==> src/gps_config.svh <==
`ifndef GPS_CONFIG_SVH
`define GPS_CONFIG_SVH

// C/A code structure
`define GPS_CHIPS_PER_CODE   1023   // Chips in one C/A period
`define GPS_SAMPLES_PER_CHIP 2      // Also sets half-chip replica spacing
`define GPS_SAMPLES_PER_CODE (`GPS_CHIPS_PER_CODE * `GPS_SAMPLES_PER_CHIP)

// G1 and G2 register length
`define GPS_LFSR_WIDTH       10     // Stages per LFSR

// Datapath widths
`define GPS_LEVEL_WIDTH      4      // Signed odd level up to +/-7
`define GPS_PHASE_WIDTH      16     // Carrier phase accumulator
`define GPS_POWER_WIDTH      32     // I2+Q2 result word

// Accumulator size
// 2046 samples of magnitude 7 stay well inside 16 signed bits
`define GPS_ACC_WIDTH        16     // Per-replica correlation sum

`endif

==> src/gps_pkg.sv <==
`include "gps_config.svh"

package gps_pkg;

   // Decoded sample level
   // One of +/-1, +/-3, +/-5 or +/-7
   typedef logic signed [`GPS_LEVEL_WIDTH-1:0] sample_level_t;

   // Correlation sum over one code period
   typedef logic signed [`GPS_ACC_WIDTH-1:0] acc_t;

   // Squared magnitude of one I/Q pair
   typedef logic [`GPS_POWER_WIDTH-1:0] power_t;

   // Carrier phase, full turn maps to 2**width
   typedef logic [`GPS_PHASE_WIDTH-1:0] phase_t;

   // Top two carrier phase bits
   typedef enum logic [1:0] {
      QUAD_0   = 2'd0,   // cos +1, sin 0
      QUAD_90  = 2'd1,   // cos 0, sin -1
      QUAD_180 = 2'd2,   // cos -1, sin 0
      QUAD_270 = 2'd3    // cos 0, sin +1
   } quadrant_t;

endpackage

==> src/sample_decode.sv <==
`include "gps_config.svh"

module sample_decode (
   input  logic                  clk,
   input  logic                  rst,
   input  logic                  sample_valid,   // Sample strobe
   input  logic [2:0]            sample_data,    // Sign in bit 2, magnitude below
   input  gps_pkg::phase_t       carrier_inc,    // Phase step per sample
   output logic                  dec_valid,      // One cycle after sample_valid
   output gps_pkg::sample_level_t dec_i,         // In-phase mixed level
   output gps_pkg::sample_level_t dec_q          // Quadrature mixed level
);

   localparam int PW = `GPS_PHASE_WIDTH;

   gps_pkg::phase_t        phase;       // Carrier phase before this sample
   gps_pkg::quadrant_t     quad;        // Top two phase bits
   gps_pkg::sample_level_t mag_level;   // 2m+1
   gps_pkg::sample_level_t level;       // Signed sample level
   logic [1:0]             mag;
   logic                   neg;

   assign neg       = sample_data[2];       // 1 means negative
   assign mag       = sample_data[1:0];
   assign mag_level = {1'b0, mag, 1'b1};    // Odd level 1, 3, 5 or 7
   assign level     = neg ? -mag_level : mag_level;
   assign quad      = gps_pkg::quadrant_t'(phase[PW-1 -: 2]);

   // Phase steps after the sample has been mixed
   always_ff @(posedge clk) begin
      if (rst) begin
         phase <= '0;
      end else if (sample_valid) begin
         phase <= phase + carrier_inc;    // Wraps every full turn
      end
   end

   always_ff @(posedge clk) begin
      if (rst) begin
         dec_valid <= 1'b0;
      end else begin
         dec_valid <= sample_valid;       // Same latency as the code chips
      end
   end

   // Four-phase mixer
   always_ff @(posedge clk) begin
      if (sample_valid) begin
         case (quad)
            gps_pkg::QUAD_0: begin
               dec_i <= level;            // cos +1
               dec_q <= '0;
            end
            gps_pkg::QUAD_90: begin
               dec_i <= '0;
               dec_q <= -level;           // sin -1
            end
            gps_pkg::QUAD_180: begin
               dec_i <= -level;           // cos -1
               dec_q <= '0;
            end
            default: begin
               dec_i <= '0;
               dec_q <= level;            // sin +1
            end
         endcase
      end
   end

endmodule

==> config.mk <==
export PLATFORM = sky130hd
export DESIGN_NAME = sample_decode
export DESIGN_NICKNAME = d
export VERILOG_FILES = /design/src/gps_pkg.sv /design/src/sample_decode.sv
export VERILOG_INCLUDE_DIRS = /design/src
export SDC_FILE = /design/constraint.sdc
export NUM_CORES = 1
export LEC_CHECK = 0
export BUFFER_PORTS_ARGS = -buffer_cell sky130_fd_sc_hd__buf_2
export CAP_MARGIN = 20
export CORE_MARGIN = 1
export CORE_UTILIZATION = 40
export DETAILED_ROUTE_END_ITERATION = 6
export GPL_ROUTABILITY_DRIVEN = 0
export PLACE_DENSITY_LB_ADDON = 0.25
export REMOVE_ABC_BUFFERS = 1
export SKIP_CTS_REPAIR_TIMING = 1
export SYNTH_ARGS = -nofsm -noshare
export SYNTH_HDL_FRONTEND = slang
export SYNTH_SLANG_ARGS = --single-unit
==> constraint.sdc <==
create_clock -name clk -period 6.9 [get_ports clk]
set_clock_uncertainty 0.15 [all_clocks]
set_input_delay 0.69 -clock clk [delete_from_list [all_inputs] [get_ports clk]]
set_output_delay 0.69 -clock clk [all_outputs]
set_load 0.05 [all_outputs]
==> flow_metrics.env <==
export IMPL_run_status="complete, no violations"
export IMPL_power_frac_clock_pct=18.7
export IMPL_end_kind="flop"
export IMPL_critical_path_max_fanout=3
export IMPL_finalWirelength_um=3560
export IMPL_seqPwrFrac_pct=39.4
export IMPL_floorplan_die_area_um2=4630
export IMPL_antennaDiodeCount=0
export IMPL_timing_final_crit_share_pct=37.3
export IMPL_distinct_cell_type_count_after_synthesis=54
export IMPL_setup_viol=0
export IMPL_largest_net_degree_at_the_start_of_global_routing=34
export IMPL_synth_top_cell_area_share_pct=19.5
export IMPL_synthTopCellsByCount="sky130_fd_sc_hd__nor2_1 (18), sky130_fd_sc_hd__dfxtp_1 (17), sky130_fd_sc_hd__ha_1 (15)"
export IMPL_tritoncts_num_sinks=25
export IMPL_worst_setup_path_type="in2reg"
export IMPL_clock_insertion_delay_worst_skew_ns=0.27
export IMPL_overflow=0
export IMPL_io_pins=31
export IMPL_vias_in_the_first_global_route=1370
export IMPL_place_hpwl_um=2610
export IMPL_num_vias=1438
export IMPL_vias_per_cell=5.45
export IMPL_drive_gt1_share_pct=20.1
export IMPL_chipHeight_um=68.1
export IMPL_yosys_top_cells_area="sky130_fd_sc_hd__dfxtp_1 (19%), sky130_fd_sc_hd__edfxtp_1 (14%), sky130_fd_sc_hd__ha_1 (11%)"
export IMPL_maximum_clock_insertion_buffer_count=2
export IMPL_pwr_share_comb_pct=41.9
export IMPL_p_leak_nw=0.872
export IMPL_finalHoldViolations=0
export IMPL_hold_path_class="reg2reg"
export IMPL_core_area_um2=4090
export IMPL_row_count=23
export IMPL_timing_slew_headroom_pct=57.0
export IMPL_synth_largest_area_cell="sky130_fd_sc_hd__dfxtp_1"
export IMPL_tritoncts_clock_tree="built"
export IMPL_initial_cell_density_of_the_core_pct=42.7
export IMPL_yosys_cell_count_top_type="sky130_fd_sc_hd__nor2_1"
export IMPL_wl_per_cell_um=13.5
export IMPL_numCtsBuffers=3
export IMPL_synth_warning_count=0
export IMPL_drtIter0Drc=37
export IMPL_cp_arrival_ns=2.58
export IMPL_rsz0062_at_grt="no"
export IMPL_port_buffers=30
export IMPL_power_ir_vdd_worst_mv=0.0900
export IMPL_fmaxAchievable_ghz=0.389
export IMPL_worst_ep_required_time_ns=6.91
export IMPL_nets=253
export IMPL_clock_tree_root_cell="sky130_fd_sc_hd__clkbuf_8"
export IMPL_post_route_min_period_ns=2.57
export IMPL_x_dimension_of_the_die_um=68.1
export IMPL_clk_transition_reported_paths_ns=0.09
export IMPL_final_max_slew_viol_count=0
export IMPL_async_flop_share_pct=0
export IMPL_placed_cells_incl_taps=260
export IMPL_power_switching_share_pct=38.0
export IMPL_synth_edff_count=8
export IMPL_remaining_routing_drc_violations=0
export IMPL_areaGrowthSynthToFinish_pct=12.8
export IMPL_synth_seq_cells=25
export IMPL_total_switching_power_w=0.000180
export IMPL_max_cap_violations=0
export IMPL_final_cell_count_no_fill=264
export IMPL_drt_pass1_iterations=4
export IMPL_grt_pass1_wl_um=6200
export IMPL_synth_seq_area_share_pct=33.2
export IMPL_ctsHtreeMaxLevel=1
export IMPL_setup_worst_path_start_class="input port"
export IMPL_slew_worst_pin_ns=0.645
export IMPL_fin_tns_setup_ns=0
export IMPL_syn_instance_count=188
export IMPL_overall_global_routing_resource_usage_pct=17.5
export IMPL_antenna_left=0
export IMPL_yosys_most_used_dff="sky130_fd_sc_hd__dfxtp_1"
export IMPL_intPower_w=0.000294
export IMPL_power_per_cell_area_nw_per_um2=241
export IMPL_synth_cell_area_um2=1750
export IMPL_antenna_found_initial=0
export IMPL_synth_area_per_cell_um2=9.29
-- power groups by stage --
| stage | clock network [W] | logic [W] | registers (W) |
|---|---|---|---|
| after global placement | 0 | 0.000197 | 0.000190 |
| final | 0.0000884 | 0.000199 | 0.000187 |
| after floorplan | 0 | 0.000130 | 0.000212 |
| after detailed placement | 0 | 0.000197 | 0.000191 |
| after global routing | 0.0000975 | 0.000222 | 0.000190 |
| after CTS | 0.0000938 | 0.000199 | 0.000187 |
-- per-layer routing --
layer / up-vias / wire (um) / GRT usage [%]
met5: - / 0 / 0
met4: 0 / 19 / 4.43
met3: 2 / 156 / 2.00
met2: 39 / 1650 / 28.9
met1: 642 / 1740 / 23.8
li1: 755 / - / -
-- registers in the layout (all words and copies together), names as in the netlist --
signal	flops
dec_valid	1
phase	16
dec_i	4
dec_q	4
-- per-stage QoR --
step                      utilization [%]  instance area [um^2]  power [W]  hold slack [ns]  worst slack (ns)
after floorplan                         -                  1710   0.000342            0.294              4.32
after global placement               47.1                  1920   0.000387            0.322              4.10
after detailed placement             47.1                  1920   0.000388            0.320              4.06
after CTS                            48.2                  1970   0.000480            0.340              4.35
after global routing                 48.2                  1970   0.000510            0.349              4.16
final                                48.2                  1970   0.000474            0.335              4.33
-- placed cells by master (no fill, tap or decap), types with 5 or more instances in the layout --
| cell type | Yosys | final |
|---|---|---|
| sky130_fd_sc_hd__o211ai_1 | 5 | 5 |
| sky130_fd_sc_hd__dfxtp_1 | 17 | 17 |
| sky130_fd_sc_hd__nand2b_1 | 6 | 6 |
| sky130_fd_sc_hd__nor2_1 | 18 | 18 |
| sky130_fd_sc_hd__o21bai_1 | 5 | 5 |
| sky130_fd_sc_hd__xnor2_1 | 6 | 6 |
| sky130_fd_sc_hd__mux2i_1 | 5 | 5 |
| sky130_fd_sc_hd__ha_1 | 15 | 15 |
| sky130_fd_sc_hd__inv_1 | 6 | 6 |
| sky130_fd_sc_hd__xor2_1 | 5 | 5 |
| sky130_fd_sc_hd__a21oi_1 | 8 | 8 |
| sky130_fd_sc_hd__nand2_1 | 11 | 11 |
| sky130_fd_sc_hd__edfxtp_1 | 8 | 8 |
| sky130_fd_sc_hd__buf_2 | 4 | 30 |
-- critical path, cell delays in order --
cell	delay (ns)
sky130_fd_sc_hd__buf_2	0.10
sky130_fd_sc_hd__ha_1	0.23
sky130_fd_sc_hd__fa_1	0.41
sky130_fd_sc_hd__a21oi_1	0.26
sky130_fd_sc_hd__o21ai_1	0.12
sky130_fd_sc_hd__a2111oi_1	0.48
sky130_fd_sc_hd__or4_1	0.20
sky130_fd_sc_hd__o211ai_2	0.08
-- cell families after synthesis --
kind of cell    Yosys count  share of synthesized area, %
compound gates           53                          23.4
buf+inv                  14                          3.29
xor+xnor                 11                          5.52
simple gates             64                          19.8
flops                    25                          33.2
mux                       5                          2.87
fa+ha+maj                16                          11.9
-- worst paths after layout --
| kind | cells past startpoint | slack (ns) | end | startpoint |
|---|---|---|---|---|
| max reg2reg | 7 | 4.54 | phase[14] | phase[0] |
| max | 8 | 4.33 | phase[14] | carrier_inc[0] |
| min | 2 | 0.34 | phase[12] | phase[12] |
| min reg2reg | 2 | 0.34 | phase[12] | phase[12] |
-- cell type report --
type | count | area [um^2]
tap | 50 | 62.6
inverter | 6 | 22.5
sequential | 25 | 581
multi-input combinational | 149 | 1110
clock buffer | 4 | 45.0
fill | 422 | 2120
timing repair buffer | 30 | 150
(Power assumes the default switching activity.)
