**src/gps_config.svh**
```systemverilog
`ifndef GPS_CONFIG_SVH
`define GPS_CONFIG_SVH

// C/A code structure
`define GPS_CHIPS_PER_CODE   1023   // Chips in one C/A period
`define GPS_SAMPLES_PER_CHIP 2      // Also sets half-chip replica spacing
`define GPS_SAMPLES_PER_CODE (`GPS_CHIPS_PER_CODE * `GPS_SAMPLES_PER_CHIP)

// G1 and G2 register length
`define GPS_LFSR_WIDTH       10     // Stages per LFSR

// Datapath widths
`define GPS_LEVEL_WIDTH      4      // Signed odd level up to +/-7
`define GPS_PHASE_WIDTH      16     // Carrier phase accumulator
`define GPS_POWER_WIDTH      32     // I2+Q2 result word

// Accumulator size
// 2046 samples of magnitude 7 stay well inside 16 signed bits
`define GPS_ACC_WIDTH        16     // Per-replica correlation sum

`endif

```
**src/ca_code_gen.sv**
```systemverilog
`include "gps_config.svh"

module ca_code_gen (
   input  logic       clk,
   input  logic       rst,
   input  logic       sample_valid,   // Advance strobe
   input  logic [4:0] prn,            // PRN minus one
   output logic       chip_early,     // Half chip ahead of prompt
   output logic       chip_prompt,    // Early delayed one strobe
   output logic       chip_late       // Early delayed two strobes
);

   localparam int LFSR_W = `GPS_LFSR_WIDTH;
   localparam int HALF_W = $clog2(`GPS_SAMPLES_PER_CHIP);
   localparam int CHIP_W = $clog2(`GPS_CHIPS_PER_CODE);
   localparam logic [HALF_W-1:0] HALF_LAST = HALF_W'(`GPS_SAMPLES_PER_CHIP - 1);
   localparam logic [CHIP_W-1:0] CHIP_LAST = CHIP_W'(`GPS_CHIPS_PER_CODE - 1);

   logic [LFSR_W:1]   g1;          // G1 stages, output at top
   logic [LFSR_W:1]   g2;          // G2 stages
   logic [LFSR_W:1]   g2_taps;     // Phase selector mask
   logic [4:0]        prn_q;       // PRN held for the whole period
   logic [HALF_W-1:0] half_cnt;    // Strobes within a chip
   logic [CHIP_W-1:0] chip_cnt;    // Chips within a period
   logic              g1_fb;
   logic              g2_fb;
   logic              code_chip;   // Current C/A chip

   function automatic logic [LFSR_W:1] tap_pair(input int a, input int b);
      logic [LFSR_W:1] mask;
      mask    = '0;
      mask[a] = 1'b1;
      mask[b] = 1'b1;
      return mask;
   endfunction

   // Standard G2 phase selector per satellite
   always_comb begin
      case (prn_q)
         5'd0:  g2_taps = tap_pair(2, 6);
         5'd1:  g2_taps = tap_pair(3, 7);
         5'd2:  g2_taps = tap_pair(4, 8);
         5'd3:  g2_taps = tap_pair(5, 9);
         5'd4:  g2_taps = tap_pair(1, 9);
         5'd5:  g2_taps = tap_pair(2, 10);
         5'd6:  g2_taps = tap_pair(1, 8);
         5'd7:  g2_taps = tap_pair(2, 9);
         5'd8:  g2_taps = tap_pair(3, 10);
         5'd9:  g2_taps = tap_pair(2, 3);
         5'd10: g2_taps = tap_pair(3, 4);
         5'd11: g2_taps = tap_pair(5, 6);
         5'd12: g2_taps = tap_pair(6, 7);
         5'd13: g2_taps = tap_pair(7, 8);
         5'd14: g2_taps = tap_pair(8, 9);
         5'd15: g2_taps = tap_pair(9, 10);
         5'd16: g2_taps = tap_pair(1, 4);
         5'd17: g2_taps = tap_pair(2, 5);
         5'd18: g2_taps = tap_pair(3, 6);
         5'd19: g2_taps = tap_pair(4, 7);
         5'd20: g2_taps = tap_pair(5, 8);
         5'd21: g2_taps = tap_pair(6, 9);
         5'd22: g2_taps = tap_pair(1, 3);
         5'd23: g2_taps = tap_pair(4, 6);
         5'd24: g2_taps = tap_pair(5, 7);
         5'd25: g2_taps = tap_pair(6, 8);
         5'd26: g2_taps = tap_pair(7, 9);
         5'd27: g2_taps = tap_pair(8, 10);
         5'd28: g2_taps = tap_pair(1, 6);
         5'd29: g2_taps = tap_pair(2, 7);
         5'd30: g2_taps = tap_pair(3, 8);
         default: g2_taps = tap_pair(4, 9);   // PRN 32
      endcase
   end

   assign g1_fb     = g1[3] ^ g1[LFSR_W];                         // 1 + x^3 + x^10
   assign g2_fb     = g2[2] ^ g2[3] ^ g2[6] ^ g2[8] ^ g2[9] ^ g2[LFSR_W];
   assign code_chip = g1[LFSR_W] ^ (^(g2 & g2_taps));             // Gold code output

   always_ff @(posedge clk) begin
      if (rst) begin
         g1          <= '1;              // All-ones start state
         g2          <= '1;
         prn_q       <= prn;             // Satellite picked up at reset
         half_cnt    <= '0;
         chip_cnt    <= '0;
         chip_early  <= 1'b0;            // Delay line starts at chip 0
         chip_prompt <= 1'b0;
         chip_late   <= 1'b0;
      end else if (sample_valid) begin
         chip_early  <= code_chip;       // Registered with the sample
         chip_prompt <= chip_early;
         chip_late   <= chip_prompt;
         if (half_cnt == HALF_LAST) begin
            half_cnt <= '0;
            if (chip_cnt == CHIP_LAST) begin
               chip_cnt <= '0;           // Period wrap
               g1       <= '1;
               g2       <= '1;
               prn_q    <= prn;          // New PRN from next period on
            end else begin
               chip_cnt <= chip_cnt + 1'b1;
               g1       <= {g1[LFSR_W-1:1], g1_fb};
               g2       <= {g2[LFSR_W-1:1], g2_fb};
            end
         end else begin
            half_cnt <= half_cnt + 1'b1;   // First half of the chip
         end
      end
   end

endmodule

```
**config.mk**
```make
export PLATFORM = sky130hd
export DESIGN_NAME = ca_code_gen
export DESIGN_NICKNAME = d
export VERILOG_FILES = /design/src/ca_code_gen.sv
export VERILOG_INCLUDE_DIRS = /design/src
export SDC_FILE = /design/constraint.sdc
export NUM_CORES = 1
export LEC_CHECK = 0
export BUFFER_PORTS_ARGS = -buffer_cell sky130_fd_sc_hd__buf_2
export CAP_MARGIN = 20
export CELL_PAD_IN_SITES_DETAIL_PLACEMENT = 0
export CELL_PAD_IN_SITES_GLOBAL_PLACEMENT = 1
export CORE_MARGIN = 3
export CORE_UTILIZATION = 45
export CTS_CLUSTER_DIAMETER = 200
export CTS_CLUSTER_SIZE = 12
export DETAILED_ROUTE_END_ITERATION = 6
export MAX_ROUTING_LAYER = met4
export PLACE_DENSITY_LB_ADDON = 0.3
export SLEW_MARGIN = 20
export SYNTH_ARGS = -nofsm -noshare
export SYNTH_HDL_FRONTEND = slang
export SYNTH_SLANG_ARGS = --single-unit
```
**constraint.sdc**
```tcl
create_clock -name clk -period 6.24 [get_ports clk]
set_clock_uncertainty 0.05 [all_clocks]
set_input_delay 0.624 -clock clk [delete_from_list [all_inputs] [get_ports clk]]
set_output_delay 0.624 -clock clk [all_outputs]
set_load 0.1 [all_outputs]
```
==> flow_summary.json, run 1 <==
{
  "outcome": "completed",
  "finalSetupTns_ns": 0,
  "path_cells": "inv_1, ha_1, nand4_1, o41ai_4, buf_4, mux2i_1, inv_1, ha_1, mux2_2, a221oi_2, a21oi_1",
  "clk_pin_slew_worst_paths_ns": 0.09,
  "cts_tree": "yes",
  "routed-via-count": 1658,
  "slew_headroom": 0.490,
  "setup_violations": 0,
  "cts_resized": 0,
  "layout.nets": 256,
  "finalCritPeriodShare": 0.543,
  "timing.rr.end": "g2_taps[9]",
  "fp.coreArea_sq_um": 4850,
  "p_total_uw": 708,
  "insertion_delay_ns": 0.30,
  "totalWireLength_microns": 4220,
  "synth_fp_nets": 246,
  "syn_inst": 232,
  "leakage_nw": 0.952,
  "cp.required_ns": 6.38,
  "power.density_nw_per_um2": 281,
  "wl_per_cell_microns": 13.6,
  "first_pass_iters": 4,
  "cts_max_path_buffers": 2,
  "ir_drop_mv": 0.179,
  "mostFrequentLayoutCells": "44 x dfxtp_1, 23 x nand2_1, 20 x o22a_1",
  "drt-vias-per-instance": 5.35,
  "period_needed_ns": 3.39,
  "die_y_microns": 77.5,
  "post_dp_cell_area_sq_um": 2420,
  "post_synth_instance_area_sq_um": 2300,
  "io_buffer_count": 10,
  "dp_hpwl_microns": 2970,
  "synth_async_sr_flop_share": 0,
  "die_w_microns": 77.5,
  "cap_viol_max_count": 0,
  "hold_buffers": 0,
  "dieArea_sq_um": 6010,
  "gp_congestion": 0.815,
  "synth-seq-area-share": 0.448,
  "dp.cells": 302,
  "min_path_cells": 1,
  "grt.total_usage": 0.159,
  "reg2reg_from": "chip_cnt[0]",
  "synth-edff-count": 5,
  "start_kind": "flip-flop",
  "grt_max_degree": 29,
  "netlist-cell-type-count": 35,
  "synthToLayoutAreaGrowth_pct": 9.29,
  "fmaxAchievable_mhz": 295,
  "min_to": "g1[7]",
  "crit_type": "flip-flop to flip-flop",
  "first_iter_violations": 93,
  "grt_overflow_total": 0,
  "ys.flop_type": "dfxtp_1",
  "worstPathArrival_ns": 3.53,
  "cts_made_buffers": 5,
  "h-tree-depth": 2,
  "grt_first_pass_wirelength_microns": 7460,
  "drive_above_1_share": 0.123,
  "design_area_sq_um": 2520,
  "antenna_cells": 0,
  "rsz0062_at_grt": "no",
  "slew_violations": 0,
  "ys_ff_latch": 49,
  "io_pins": 11,
  "cts_sinks": 49,
  "synth_area_per_cell_sq_um": 9.92,
  "rows": 25,
  "post-cts-setup-buffers": 0,
  "fin_cells": 310,
  "antenna_found_initial": 0,
  "drtAntennaViolNets": 0,
  "slowest_delay_ns": 0.62,
  "worst_pin_slew_ns": 0.744,
  "start_util": 0.475,
  "cp_slowest_cell": "mux2i_1",
  "critPathMaxFanout": 28,
  "cts-root-buf": "clkbuf_8",
  "rrSetupSlack_ns": 2.85,
  "hold_path.class": "flip-flop to flip-flop",
  "drcViolationCount": 0,
  "rr_worst_depth": 11,
  "final_common_cell": "dfxtp_1",
  "hold_viol": 0,
  "grt_pass1_vias": 1587,
  "cp-end-kind": "flip-flop",
  "yosys_warnings": 0,
  "hold_path_startpoint": "g1[7]"
}
==> kinds of logic (layout without fill, tap and decap cells) <==
logic type	Yosys count	count (layout)	synth area share
fa+ha+maj	6	6	0.0326
flops	49	49	0.448
compound gates	51	51	0.177
buf+inv	17	28	0.0304
mux	18	18	0.0815
simple gates	65	65	0.126
xor+xnor	26	26	0.105
==> cell usage after synthesis (2+ instances only) <==
library cell / instances / area, sq um
a21oi_1: 4 / 20.0
a22oi_1: 5 / 37.5
a2bb2oi_1: 2 / 17.5
buf_2: 2 / 10.0
clkbuf_1: 7 / 26.3
dfxtp_1: 44 / 881
edfxtp_1: 5 / 150
ha_1: 6 / 75.1
inv_1: 7 / 26.3
mux2_2: 6 / 67.6
mux2i_1: 12 / 120
nand2_1: 23 / 86.3
nand2b_1: 4 / 25.0
nand3_1: 9 / 45.0
nand4_1: 3 / 18.8
nor2_1: 18 / 67.6
nor2b_1: 3 / 18.8
nor3_1: 2 / 10.0
o211ai_1: 2 / 15.0
o21ai_0: 10 / 50.1
o22a_1: 20 / 175
o22ai_1: 2 / 12.5
xnor2_1: 13 / 114
xor2_1: 12 / 105
==> layout make-up <==
| class | count | area [sq um] |
|---|---|---|
| Fill cell | 445 | 2330 |
| Multi-Input combinational cell | 166 | 1210 |
| Sequential cell | 49 | 1030 |
| Tap cell | 67 | 83.8 |
| Timing Repair Buffer | 13 | 72.6 |
| Clock buffer | 5 | 68.8 |
| Inverter | 7 | 26.3 |
| Clock inverter | 3 | 25.0 |
==> critical path: cells and delay by family, from the launching register on <==
kind,cells,cell delay (ns)
adder cells (fa/ha/maj),2,0.48
multiplexers,2,0.92
AO/OA/AOI/OAI,3,0.68
AND/OR/NAND/NOR,1,0.19
flip-flops,1,0.35
buffers and inverters,3,0.59
==> power by group <==
| part | switching [mW] | leakage (nW) | internal (mW) |
|---|---|---|---|
| logic | 0.104 | 0.498 | 0.0641 |
| registers | 0.0105 | 0.408 | 0.337 |
| clock network | 0.110 | 0.0466 | 0.0819 |
| total | 0.224 | 0.952 | 0.483 |
==> registers in the layout (all words and copies together) (netlist names) <==
signal       cells
g2              10
chip_early       1
half_cnt         1
prn_q            5
chip_cnt        10
chip_prompt      1
chip_late        1
g1              10
g2_taps         10
==> per-layer routing <==
| layer | GRT usage | wire length, microns |
|---|---|---|
| met5 | - | 0 |
| met1 | 0.206 | 2190 |
| met2 | 0.241 | 1870 |
| met4 | 0.0658 | 76 |
| met3 | 0.0348 | 90 |
==> through the flow <==
step / utilization / hold slack [ns] / worst slack (ns)
floorplan: - / 0.387 / 3.10
global placement: 0.500 / 0.402 / 2.90
detailed placement: 0.500 / 0.405 / 2.79
CTS: 0.519 / 0.428 / 2.88
global route: 0.519 / 0.460 / 2.56
finish: 0.519 / 0.423 / 2.85
==> how the worst max path moves through the flow <==
stage                      start         end  slack (ns)  cells past startpoint
floorplan           sample_valid  g2_taps[6]        3.10                     13
global placement    sample_valid  g2_taps[9]        2.90                     10
detailed placement  sample_valid  g2_taps[6]        2.79                     12
CTS                  chip_cnt[0]  g2_taps[6]        2.88                     13
global route         chip_cnt[0]  g2_taps[6]        2.56                     13
finish               chip_cnt[0]  g2_taps[9]        2.85                     11
Power figures use the tool's default switching activity.
==> inputs of run 2 (changes only) <==
- clock period: 6.24 -> 3.35 ns (I/O delays scaled with it)
==> flow_summary.json, run 2 (synthesis gave the netlist of run 1 again) <==
{
  "totalWireLength_microns": 4120,
  "drt-vias-per-instance": 5.36,
  "cts_max_path_buffers": 2,
  "rsz0062_at_grt": "no",
  "dp.cells": 305,
  "layout.nets": 259,
  "leakage_nw": 0.977,
  "start_kind": "flip-flop",
  "io_buffer_count": 10,
  "first_iter_violations": 100,
  "cp.required_ns": 3.53,
  "mostFrequentLayoutCells": "44 x dfxtp_1, 23 x nand2_1, 20 x o22a_1",
  "timing.rr.end": "g2_taps[6]",
  "fp.coreArea_sq_um": 4850,
  "grt_max_degree": 22,
  "grt_first_pass_wirelength_microns": 7330,
  "grt.total_usage": 0.156,
  "fill_cells": 462,
  "antenna_cells": 0,
  "min_path_cells": 1,
  "drcViolationCount": 0,
  "wl_per_cell_microns": 13.2,
  "fmaxAchievable_mhz": 347,
  "reg2reg_from": "chip_cnt[0]",
  "critPathMaxFanout": 8,
  "cp_slowest_cell": "o41ai_4",
  "rr_worst_depth": 12,
  "post-cts-setup-buffers": 0,
  "antenna_found_initial": 0,
  "cap_viol_max_count": 0,
  "grt_overflow_total": 0,
  "hold_viol": 0,
  "cts_resized": 0,
  "hold_path_startpoint": "prn[0]",
  "path_cells": "inv_1, ha_1, nand4_1, o41ai_4, mux2_2, inv_1, ha_1, mux2i_1, o211ai_1, o21ai_0, a32o_1, o21ai_0",
  "fin_ws_ns": 0.472,
  "cts-root-buf": "clkbuf_8",
  "finalSetupTns_ns": 0,
  "power.density_nw_per_um2": 531,
  "place_worst_setup_slack_ns": 0.491,
  "hold_slack_ns": 0.173,
  "ir_drop_mv": 0.299,
  "critPathTopFamily": "compound AO/OA/AOI/OAI gates",
  "worst_pin_slew_ns": 0.649,
  "grt_pass1_vias": 1541,
  "die_w_microns": 77.5,
  "cts_tree": "yes",
  "path_depth": 12,
  "slowest_delay_ns": 0.48,
  "cts_sinks": 49,
  "routed-via-count": 1677,
  "first_pass_iters": 4,
  "slew_violations": 0,
  "seqCellArea_sq_um": 1030,
  "min_to": "prn_q[0]",
  "crit_type": "flip-flop to flip-flop",
  "fin_util": 0.526,
  "slew_headroom": 0.566,
  "drive_above_1_share": 0.134,
  "h-tree-depth": 2,
  "worstPathArrival_ns": 3.06,
  "cts_made_buffers": 5,
  "period_needed_ns": 2.88,
  "finalCritPeriodShare": 0.859,
  "clk_pin_slew_worst_paths_ns": 0.09,
  "rows": 25,
  "die_y_microns": 77.5,
  "insertion_delay_ns": 0.30,
  "fin_cells": 313,
  "setup_violations": 0,
  "rrSetupSlack_ns": 0.47,
  "hold_buffers": 0,
  "dieArea_sq_um": 6010,
  "multiInputGateArea_sq_um": 1210,
  "final_common_cell": "dfxtp_1",
  "start_util": 0.475,
  "io_pins": 11,
  "outcome": "completed",
  "gp_congestion": 0.810,
  "hold_path.class": "primary input to flip-flop",
  "cp-end-kind": "flip-flop",
  "drtAntennaViolNets": 0,
  "dp_hpwl_microns": 2940,
  "synthToLayoutAreaGrowth_pct": 10.9,
  "crit_buf_inv": 2
}
==> run 2: routing by layer <==
metal	vias to the layer above	wire length [microns]	GRT usage
met5	-	0	-
met4	0	72	0.0623
met3	7	170	0.0394
met2	32	1860	0.227
met1	785	2020	0.207
li1	853	-	-
==> run 2: worst max-delay path by stage <==
stage / from / endpoint / slack [ns]
after CTS: chip_cnt[0] / g2_taps[6] / 0.46
after floorplan: chip_cnt[0] / g2_taps[6] / 0.38
after detailed placement: chip_cnt[0] / g2_taps[6] / 0.49
after global routing: chip_cnt[0] / g2_taps[6] / 0.22
after global placement: chip_cnt[0] / g2_taps[6] / 0.59
final: chip_cnt[0] / g2_taps[6] / 0.47
==> run 2: final cells by class <==
cell class	count	share of cell area
multi-input cells	166	0.474
flip-flops and latches	49	0.404
repair buffers	16	0.0373
clock buffers	6	0.0368
well taps	67	0.0328
inverters	7	0.0103
clock inverters	2	0.00539
==> run 2: worst reg2reg max path, cell delays in order (launching register included) <==
cell and delay (ns):
dfxtp_1 0.35, inv_1 0.08, ha_1 0.14, nand4_1 0.18, o41ai_4 0.48, mux2_2 0.42, inv_1 0.09, ha_1 0.34
mux2i_1 0.13, o211ai_1 0.17, o21ai_0 0.11, a32o_1 0.22, o21ai_0 0.06
==> run 2: report_power, final <==
part / switching [mW] / internal, mW / total, mW
Combinational: 0.188 / 0.123 / 0.310
Sequential: 0.0202 / 0.628 / 0.649
Clock: 0.201 / 0.194 / 0.395
==> run 2: metrics by stage <==
stage / area, sq um / total power [mW]
detailed placement: 2440 / 0.973
global placement: 2440 / 0.976
CTS: 2550 / 1.38
floorplan: 2300 / 0.913
global route: 2550 / 1.43
finish: 2550 / 1.35
