==> src/gps_config.svh <==
`ifndef GPS_CONFIG_SVH
`define GPS_CONFIG_SVH

// C/A code structure
`define GPS_CHIPS_PER_CODE   1023   // Chips in one C/A period
`define GPS_SAMPLES_PER_CHIP 2      // Also sets half-chip replica spacing
`define GPS_SAMPLES_PER_CODE (`GPS_CHIPS_PER_CODE * `GPS_SAMPLES_PER_CHIP)

// G1 and G2 register length
`define GPS_LFSR_WIDTH       10     // Stages per LFSR

// Datapath widths
`define GPS_LEVEL_WIDTH      4      // Signed odd level up to +/-7
`define GPS_PHASE_WIDTH      16     // Carrier phase accumulator
`define GPS_POWER_WIDTH      32     // I2+Q2 result word

// Accumulator size
// 2046 samples of magnitude 7 stay well inside 16 signed bits
`define GPS_ACC_WIDTH        16     // Per-replica correlation sum

`endif

==> src/gps_pkg.sv <==
`include "gps_config.svh"

package gps_pkg;

   // Decoded sample level
   // One of +/-1, +/-3, +/-5 or +/-7
   typedef logic signed [`GPS_LEVEL_WIDTH-1:0] sample_level_t;

   // Correlation sum over one code period
   typedef logic signed [`GPS_ACC_WIDTH-1:0] acc_t;

   // Squared magnitude of one I/Q pair
   typedef logic [`GPS_POWER_WIDTH-1:0] power_t;

   // Carrier phase, full turn maps to 2**width
   typedef logic [`GPS_PHASE_WIDTH-1:0] phase_t;

   // Top two carrier phase bits
   typedef enum logic [1:0] {
      QUAD_0   = 2'd0,   // cos +1, sin 0
      QUAD_90  = 2'd1,   // cos 0, sin -1
      QUAD_180 = 2'd2,   // cos -1, sin 0
      QUAD_270 = 2'd3    // cos 0, sin +1
   } quadrant_t;

endpackage

==> src/correlator_bank.sv <==
`include "gps_config.svh"

module correlator_bank (
   input  logic                   clk,
   input  logic                   rst,
   input  logic                   dec_valid,     // Mixed sample strobe
   input  gps_pkg::sample_level_t dec_i,
   input  gps_pkg::sample_level_t dec_q,
   input  logic                   chip_early,    // Replicas aligned to dec_valid
   input  logic                   chip_prompt,
   input  logic                   chip_late,
   output logic                   dump_valid,    // One cycle per code period
   output gps_pkg::acc_t          acc_ie,
   output gps_pkg::acc_t          acc_qe,
   output gps_pkg::acc_t          acc_ip,
   output gps_pkg::acc_t          acc_qp,
   output gps_pkg::acc_t          acc_il,
   output gps_pkg::acc_t          acc_ql
);

   localparam int CNT_W = $clog2(`GPS_SAMPLES_PER_CODE);
   localparam logic [CNT_W-1:0] CNT_LAST = CNT_W'(`GPS_SAMPLES_PER_CODE - 1);
   localparam int NACC = 6;   // I and Q for three replicas

   logic [CNT_W-1:0] sample_cnt;    // Samples taken this period
   logic             period_end;    // Last sample of the period
   gps_pkg::acc_t    sum   [NACC];  // Running sums
   gps_pkg::acc_t    prod  [NACC];  // Despread current sample
   gps_pkg::acc_t    total [NACC];  // Sums including current sample

   // Chip 0 passes the level, chip 1 negates it
   function automatic gps_pkg::acc_t despread(input gps_pkg::sample_level_t lvl,
                                             input logic chip);
      gps_pkg::acc_t ext;
      ext = gps_pkg::acc_t'(lvl);    // Sign extend
      return chip ? -ext : ext;
   endfunction

   always_comb begin
      prod[0] = despread(dec_i, chip_early);    // IE
      prod[1] = despread(dec_q, chip_early);    // QE
      prod[2] = despread(dec_i, chip_prompt);   // IP
      prod[3] = despread(dec_q, chip_prompt);   // QP
      prod[4] = despread(dec_i, chip_late);     // IL
      prod[5] = despread(dec_q, chip_late);     // QL
      for (int k = 0; k < NACC; k++) begin
         total[k] = sum[k] + prod[k];
      end
   end

   assign period_end = dec_valid && (sample_cnt == CNT_LAST);

   always_ff @(posedge clk) begin
      if (rst) begin
         sample_cnt <= '0;
         dump_valid <= 1'b0;
         for (int k = 0; k < NACC; k++) begin
            sum[k] <= '0;
         end
      end else begin
         dump_valid <= period_end;            // Single-cycle strobe
         if (dec_valid) begin
            if (period_end) begin
               sample_cnt <= '0;
            end else begin
               sample_cnt <= sample_cnt + 1'b1;
            end
            for (int k = 0; k < NACC; k++) begin
               // Cleared at the dump so the next product starts the period
               sum[k] <= period_end ? '0 : total[k];
            end
         end
      end
   end

   // Totals of the full period, last sample included
   always_ff @(posedge clk) begin
      if (period_end) begin
         acc_ie <= total[0];
         acc_qe <= total[1];
         acc_ip <= total[2];
         acc_qp <= total[3];
         acc_il <= total[4];
         acc_ql <= total[5];
      end
   end

endmodule

==> config.mk <==
export PLATFORM = sky130hd
export DESIGN_NAME = correlator_bank
export DESIGN_NICKNAME = d
export VERILOG_FILES = /design/src/gps_pkg.sv /design/src/correlator_bank.sv
export VERILOG_INCLUDE_DIRS = /design/src
export SDC_FILE = /design/constraint.sdc
export NUM_CORES = 1
export LEC_CHECK = 0
export BUFFER_PORTS_ARGS = -buffer_cell sky130_fd_sc_hd__buf_4
export CAP_MARGIN = 20
export CORE_UTILIZATION = 46
export CTS_BUF_LIST = sky130_fd_sc_hd__clkbuf_8
export CTS_CLUSTER_SIZE = 40
export DETAILED_ROUTE_END_ITERATION = 6
export GPL_TIMING_DRIVEN = 0
export PLACE_DENSITY = 0.75
export SYNTH_ARGS = -nofsm -noshare
export SYNTH_HDL_FRONTEND = slang
export SYNTH_SLANG_ARGS = --single-unit
==> constraint.sdc <==
create_clock -name clk -period 15.7 [get_ports clk]
set_clock_uncertainty 0.15 [all_clocks]
set_input_delay 3.14 -clock clk [delete_from_list [all_inputs] [get_ports clk]]
set_output_delay 3.14 -clock clk [all_outputs]
set_load 0.03 [all_outputs]
==> summary by stage, run 1 <==
Outcome
The flow ran to the end, and the final reports show no timing, DRC or antenna violations.

Yosys
The count of distinct cell types in the synthesized netlist is 55. After synthesis the cells add up to 11,700 µm². The total of flip-flops plus latches after synthesis is 204. After synthesis, the most frequently instantiated cells are sky130_fd_sc_hd__edfxtp_1, sky130_fd_sc_hd__ha_1, sky130_fd_sc_hd__and2_1.

The library cell occupying the most area in the post-synthesis netlist is sky130_fd_sc_hd__edfxtp_1. The count of synthesis-stage warnings from yosys is 0. Sequential cells were found to cover 51.5% of the synthesized design area. The share of flip-flops with an asynchronous set or reset after synthesis is 0%.

In the post-synthesis netlist, the cell with the most instances is sky130_fd_sc_hd__edfxtp_1. Counting flops with a built-in enable in the synthesized netlist gives 192. When the netlist entered floorplanning its net count stood at 1,140. The top-area cell type share of the netlist area is 49.5%.

The mean instance size in the synthesized netlist is 11.4 µm². The most common flop cell mapped by yosys is sky130_fd_sc_hd__edfxtp_1. The count of mapped cells out of synthesis is 1,020. Ranked by total cell area, the synthesized netlist is headed by sky130_fd_sc_hd__edfxtp_1, sky130_fd_sc_hd__ha_1, sky130_fd_sc_hd__and2_1.

Timing
For the pin with the worst max-slew slack, the measured transition is 0.763 ns. Setup repair after global routing left no endpoint under its margin. The maximum frequency from static timing analysis is 163 MHz. Summed over all failing endpoints, the final setup total negative slack is 0 ns. Headroom to the max-slew limit came out at 49.0%. The count of final setup violators is 0. After layout, the worst path uses 39.0% of the clock period. The max-slew violation total from the final report is 0. The final critical-path required period is 6.13 ns. The final hold violation count came to 0.

Worst setup path
The depth of the most critical reg-to-reg path is 7. Data arrives at the worst endpoint at 6.23 ns. In this design, the critical path's most frequently occurring cell is sky130_fd_sc_hd__ha_1. The launching instance or port of the critical path is dec_q[1]. In this design, the stage delay of the slowest critical-path cell is 0.38 ns.

The critical path start-end classification is in2reg. The end point of the critical path is acc_ql[14]. The worst setup path is captured at a flip-flop. Along the worst path, the maximum fanout reaches 6. The critical-path cell with the highest stage delay is sky130_fd_sc_hd__a221oi_2. STA classifies the critical path startpoint as an input pin.

For the worst setup path, the data required time is 15.81 ns. The critical register-to-register path endpoint is sum[0][9]. In this run the critical register-to-register path is launched from sample_cnt[0]. Walking the worst path, the cells encountered are buf_4, inv_1, ha_1, nand3_1, ha_1, a21oi_1, ha_1, a21o_1, a221oi_2, a31oi_1, a21o_1, a31oi_1, xnor2_1. The internal reg-to-reg setup slack is 12.77 ns.

GRT
The number of antenna violations at the first check in global routing is 0. Entering global routing, the biggest net connects 59 pins. The via count of the first global-routing pass is 8,078.

The wire length of the first global-routing pass is 40,700 µm. The total track usage is 19.9%. The leftover overflow at the end of global routing is 0.

Pwr
Per report_power, the combinational group accounts for 27.2% of the total. The internal power of the cells totals 0.00112 W. The fraction of power consumed by sequential logic is 42.3%. In this run the power spent charging and discharging nets is 0.000483 W. The net switching fraction of the power is 30.1%.

In this run the static leakage power is 5.70 nW. The post-layout total power is 0.00160 W. The clock network accounts for 30.5% of the total power. Across the VDD grid, the largest voltage drop is 58.1 µV. The total power density per cell area is 117 nW/µm².

Detailed routing
The detailed-route wire length per cell is 16.9 µm. Using the TritonRoute via totals, the vias-per-cell ratio works out to 5.52. The first-pass iteration count of the detailed router is 5. After detailed routing, the total wire length is 25,600 µm.

Once detail routing completed, the nets flagged for antenna violations numbered 0. The remaining routing DRC violations is 0. For this block, the via count after detailed routing is 8,375. After the first detailed-routing iteration, the DRC count stood at 488.

Floorplanning
The core outline area is 24,600 µm². Measured along the x axis, the die boundary spans 161 µm. The number of top-level pins is 111. The die span in y is 161 µm.

The count of standard-cell rows is 57. For this configuration, the core starts out at a cell density of 47.4%. The floorplan step defined a die boundary enclosing 26,000 µm².

Clock network
The number of setup buffers added after CTS is 0. Counting the buffers created by CTS gives 35. The cts-stage hold buffer count is 0. The number of levels in the clock H-tree is 2. The count of cells resized by post-cts repair is 0. The clock latency on the worst-skew pair is 0.53 ns. The tree built by TritonCTS fans out to 204 sinks.

The TritonCTS clock tree is yes. After clock tree synthesis, the clock-pin slew on the worst setup and hold paths is 0.06 ns. The clock root buffer master is sky130_fd_sc_hd__clkbuf_8.

The maximum buffer depth of the clock tree is 3.

Finish
0 antenna diodes ended up in the layout. The post-synthesis to final-layout area growth is 17.4%. In the final design database the tool counted 1,290 nets.

The share of final-layout standard cells stronger than drive strength 1 is 14.9%.

Placement
The half-perimeter wire length after placement is 18,500 µm. The number of port buffers is 109. The final weighted congestion in routability-driven placement is 0.907.

Worst hold path
The class of the worst hold path is reg2reg. The worst hold path begins at sample_cnt[7].

Job
Max-cap violations in this run came to 0.
==> metal layers <==
metal / wire length (µm) / up-vias / GRT usage [%]
li1: - / 4094 / -
met1: 11400 / 3962 / 26.7
met2: 11900 / 265 / 32.1
met3: 1650 / 54 / 3.80
met4: 699 / 0 / 7.03
met5: 0 / - / 0
==> sequential cells by signal, indices dropped and copies added, names as in the netlist <==
register	flops
sum	96
acc_ie	16
acc_il	16
acc_ip	16
acc_qe	16
acc_ql	16
acc_qp	16
sample_cnt	11
dump_valid	1
==> area by class of cell <==
| class | count | area [µm²] |
|---|---|---|
| buffer | 24 | 91.3 |
| multi-input combinational | 760 | 5450 |
| inverter | 32 | 123 |
| tap | 324 | 405 |
| timing repair buffer | 113 | 913 |
| sequential | 204 | 6010 |
| clock buffer | 39 | 537 |
| fill | 2059 | 10900 |
| clock inverter | 21 | 168 |
==> layout by cell type, fill, tap and decap left out, types with 38 or more instances in the layout <==
cell type | synthesis | routed
sky130_fd_sc_hd__a21oi_1 | 84 | 84
sky130_fd_sc_hd__and2_1 | 92 | 92
sky130_fd_sc_hd__buf_4 | 0 | 109
sky130_fd_sc_hd__clkbuf_8 | 0 | 39
sky130_fd_sc_hd__edfxtp_1 | 192 | 192
sky130_fd_sc_hd__ha_1 | 100 | 100
sky130_fd_sc_hd__inv_1 | 31 | 39
sky130_fd_sc_hd__nand2_1 | 84 | 84
sky130_fd_sc_hd__nor2_1 | 39 | 38
sky130_fd_sc_hd__o21ai_0 | 46 | 46
sky130_fd_sc_hd__xnor2_1 | 59 | 59
==> power by group through the flow <==
stage	Combinational, W	Sequential (W)	Clock [W]
global route	0.000485	0.000682	0.000525
CTS	0.000432	0.000679	0.000502
finish	0.000435	0.000679	0.000489
floorplan	0.000331	0.000686	0
global placement	0.000417	0.000690	0
detailed placement	0.000425	0.000689	0
==> worst min path at each step <==
stage                    end  slack [ns]  cells after the start
2_1_floorplan  sample_cnt[7]        0.32                      2
3_3_place_gp   sample_cnt[7]        0.33                      2
3_5_place_dp   sample_cnt[7]        0.35                      2
4_1_cts        sample_cnt[7]        0.35                      2
5_1_grt        sample_cnt[7]        0.39                      2
6_report       sample_cnt[7]        0.35                      2
==> critical path: cells and delay by family <==
kind | cells | cell delay [ns]
XOR/XNOR | 1 | 0.14
adder cells (fa/ha/maj) | 3 | 0.94
AND/OR/NAND/NOR | 1 | 0.10
AO/OA/AOI/OAI | 6 | 1.66
buffers and inverters | 2 | 0.25
==> per-stage QoR <==
stage | cells | utilization [%] | instance area (µm²) | setup slack (ns) | hold WS, ns
2_1_floorplan | 1020 | - | 11700 | 7.22 | 0.321
3_3_place_gp | 1453 | 52.4 | 12900 | 5.21 | 0.333
3_5_place_dp | 1457 | 52.8 | 13000 | 9.09 | 0.346
4_1_cts | 1517 | 55.6 | 13700 | 9.63 | 0.354
5_1_grt | 1517 | 55.6 | 13700 | 9.45 | 0.388
6_report | 1517 | 55.6 | 13700 | 9.57 | 0.351
==> cell families (layout without fill, tap and decap cells) <==
| logic type | Yosys count | in the layout | synth area share (%) |
|---|---|---|---|
| DFF | 204 | 204 | 51.5 |
| xor gates and xnor gates | 95 | 95 | 7.14 |
| muxes | 6 | 6 | 0.515 |
| and+or+nand+nor | 300 | 300 | 13.2 |
| buffers and inverters | 56 | 229 | 1.81 |
| AOI/OAI and AO/OA | 253 | 253 | 14.0 |
| adders and majority gates | 106 | 106 | 11.8 |
(Power assumes the default switching activity.)
==> inputs of run 2 (changes only) <==
- clock period: 15.7 -> 5.95 ns (I/O delays scaled with it)
==> run 2 against run 1 <==
  * Worst hold slack better by 0.0027 ns
  * Sequential power grew to 2.6 times the previous value
  * Clock power grew to 2.9 times the previous value
  * Critical path type unchanged
  * Largest power group unchanged
==> summary by stage, run 2 (same netlist as run 1, synthesis figures left out) <==
Timing
The fraction of the cycle the final worst path needs is 70.0%. The count of final setup violators was 0 (unchanged). The setup TNS after final layout came to 0 ns (unchanged). The worst slew margin relative to its limit is 34.1% (was 49.0%). The final hold violation count was 0 (unchanged). The max-slew violation total from the final report is 0 (unchanged).

The final critical-path required period is 4.17 ns. The worst-margin pin slew is 0.986 ns (was 0.763 ns). Setup repair after global routing missed its margin: false (unchanged).

The maximum frequency from static timing analysis is 240 MHz.

Detailed routing
The number of nets with antenna violations after detailed routing is 0 (unchanged). The detailed-route wire length per cell is 16.9 µm (about the same). The remaining routing DRC violations was 0 (unchanged). The total routed wirelength is 25,800 µm (was 25,600 µm).

The total via count in the routed design is 8,361 (was 8,375). The iteration-0 DRC count of the detailed router is 624 (was 488). The average vias per placed instance was 5.49 (was 5.52).

The first-pass iteration count of the detailed router is 5 (unchanged).

Worst setup path
The critical path's largest stage delay came to 0.37 ns (was 0.38 ns). The library cell appearing most often on the critical path is sky130_fd_sc_hd__ha_1 (unchanged). The data required time at the worst endpoint is 6.07 ns (was 15.81 ns). The critical path start-end classification is in2reg (unchanged). The type of destination of the critical path was a flip-flop (unchanged).

The arrival time at the worst endpoint is 4.28 ns (was 6.23 ns). The logic depth of the worst setup path including buffers is 13 (unchanged). The launching element type of the critical path is an input pin (unchanged). The biggest fanout along the worst timing path is 6 (unchanged). The buffering stage count on the worst path with inverters included is 2 (unchanged). Critical path cell sequence: buf_4, inv_1, ha_1, nand3_1, ha_1, a21oi_1, ha_1, a21o_1, a221oi_2, a31oi_1, a21o_1, a31oi_1, xnor2_1 (unchanged).

The cell family with the largest share of critical-path delay is compound AO/OA/AOI/OAI gates (unchanged). The critical-path cell with the highest stage delay is sky130_fd_sc_hd__a221oi_2 (unchanged). The depth of the most critical reg-to-reg path is 8 (was 7).

Worst hold path
The worst hold path depth was 2 (unchanged). The class of the worst hold path is reg2reg (unchanged).

Floorplanning
The count of standard-cell rows was 57 (unchanged). The core outline area is 24,600 µm² (unchanged). The die span in y is 161 µm (unchanged). The die boundary width came to 161 µm (unchanged). The starting density of the core came to 47.4% (unchanged).

The number of top-level pins is 111 (unchanged). The floorplan die area was 26,000 µm² (unchanged).

Finish
The number of flip-flops under the largest register name is 96 (unchanged). The total number of nets in the final design was 1,291 (was 1,290). The cell area after layout came to 13,800 µm² (was 13,700 µm²). The share of final-layout standard cells stronger than drive strength 1 was 15.2% (was 14.9%). The post-synthesis to final-layout area growth is 17.9% (was 17.4%).

The count of antenna diodes in the layout is 0 (unchanged). The number of fill cells in the layout is 2,131 (was 2,059). The area of the multi-input gates is 5450 µm² (unchanged). The most frequent standard cell in the layout excluding fill and tap cells is sky130_fd_sc_hd__edfxtp_1 (unchanged). Commonest cells after routing, fill and taps aside: sky130_fd_sc_hd__edfxtp_1, sky130_fd_sc_hd__buf_4, sky130_fd_sc_hd__ha_1, sky130_fd_sc_hd__and2_1 (unchanged). The sequential cell area in the final layout is 6010 µm² (unchanged).

The most flop-heavy register is sum (unchanged).

GRT
The total track usage is 19.8% (was 19.9%). The wire length of the first global-routing pass came to 40,600 µm (was 40,700 µm). The leftover overflow at the end of global routing came to 0 (unchanged). The via count of the first global-routing pass is 8,055 (was 8,078). The number of antenna violations at the first check in global routing was 0 (unchanged). The pin count of the biggest net entering global routing is 55 (was 59).

Placement
The number of port buffers is 109 (unchanged). The half-perimeter wire length after placement is 18,800 µm (was 18,500 µm). The final weighted congestion in routability-driven placement is 0.879 (was 0.907). The post-placement cell area is 13,000 µm² (about the same).

Pwr
The leakage power of the design was 5.72 nW (was 5.70 nW). The post-layout total power is 0.00436 W (was 0.00160 W). The total power density per cell area was 317 nW/µm² (was 117 nW/µm²). The maximum ir drop on the vdd rail is 147 µV (was 58.1 µV).

Clock network
The TritonCTS buffer count is 37 (was 35). The count of cells resized by post-cts repair is 0 (unchanged). The TritonCTS sink count was 204 (unchanged). The cts-stage hold buffer count came to 0 (unchanged).

The setup fix buffers added after clock tree synthesis was 0 (unchanged). The clock root buffer master was sky130_fd_sc_hd__clkbuf_8 (unchanged). The clock latency on the worst-skew pair was 0.53 ns (about the same). The TritonCTS clock tree is yes (unchanged). The clock-pin transition on the worst setup and hold timing paths was 0.06 ns (about the same).

The maximum buffer depth of the clock tree is 3 (unchanged). The number of levels in the clock H-tree came to 2 (unchanged).

Job
The max-cap check violation count is 0 (unchanged).

Outcome
Status: complete, no violations (unchanged).
## run 2: changes by cell type in the layout (fill, tap and decap cells not counted)
cell | before | now
sky130_fd_sc_hd__buf_16 | 2 | 1
sky130_fd_sc_hd__bufinv_16 | 3 | 5
sky130_fd_sc_hd__clkinv_1 | 4 | 9
sky130_fd_sc_hd__clkinv_2 | 5 | 7
sky130_fd_sc_hd__clkinv_4 | 0 | 1
sky130_fd_sc_hd__inv_1 | 39 | 36
## run 2: worst reg2reg max path: cells and delay by family, from the launching register on
| family | cells | cell delay [ns] |
|---|---|---|
| and+or+nand+nor | 1 | 0.15 |
| AOI/OAI and AO/OA | 4 | 1.05 |
| adders and majority gates | 2 | 0.68 |
| DFF | 1 | 0.37 |
| xor gates and xnor gates | 1 | 0.18 |
## run 2: layout make-up
class                           instances  share of cell area [%]
Clock inverter                         28                    1.85
Tap cell                              324                    2.95
Sequential cell                       204                    43.7
Clock buffer                           39                    3.90
Timing Repair Buffer                  112                    6.44
Multi-Input combinational cell        760                    39.6
Inverter                               32                   0.892
Buffer                                 24                   0.664
## run 2: routing by layer
metal	vias up	wire (µm)	GRT usage, %
met2	240	12200	32.4
met5	-	0	0
li1	4093	-	-
met1	3980	11600	26.9
met3	48	1490	3.70
met4	0	512	5.70
## run 2: per-stage QoR
step           utilization, %  instances  worst slack [ns]  hold slack [ns]
2_1_floorplan               -       1020              1.02            0.321
3_3_place_gp             52.4       1453            -0.206            0.335
3_5_place_dp             52.7       1456              1.28            0.347
4_1_cts                  55.9       1523              1.84            0.355
5_1_grt                  55.9       1523              1.65            0.398
6_report                 55.9       1523              1.78            0.353
## run 2: worst paths after layout
check	slack (ns)	endpoint	startpoint
min	0.35	sample_cnt[7]	sample_cnt[7]
max reg2reg	3.12	sum[3][12]	sum[3][0]
max	1.78	acc_ql[14]	dec_q[1]
min reg2reg	0.35	sample_cnt[7]	sample_cnt[7]
## run 2: power by group
group | leakage [nW] | switching, W | internal, W
clock | 0.427 | 0.000586 | 0.000829
sequential | 2.02 | 0.0000365 | 0.00176
combinational | 3.28 | 0.000681 | 0.000472
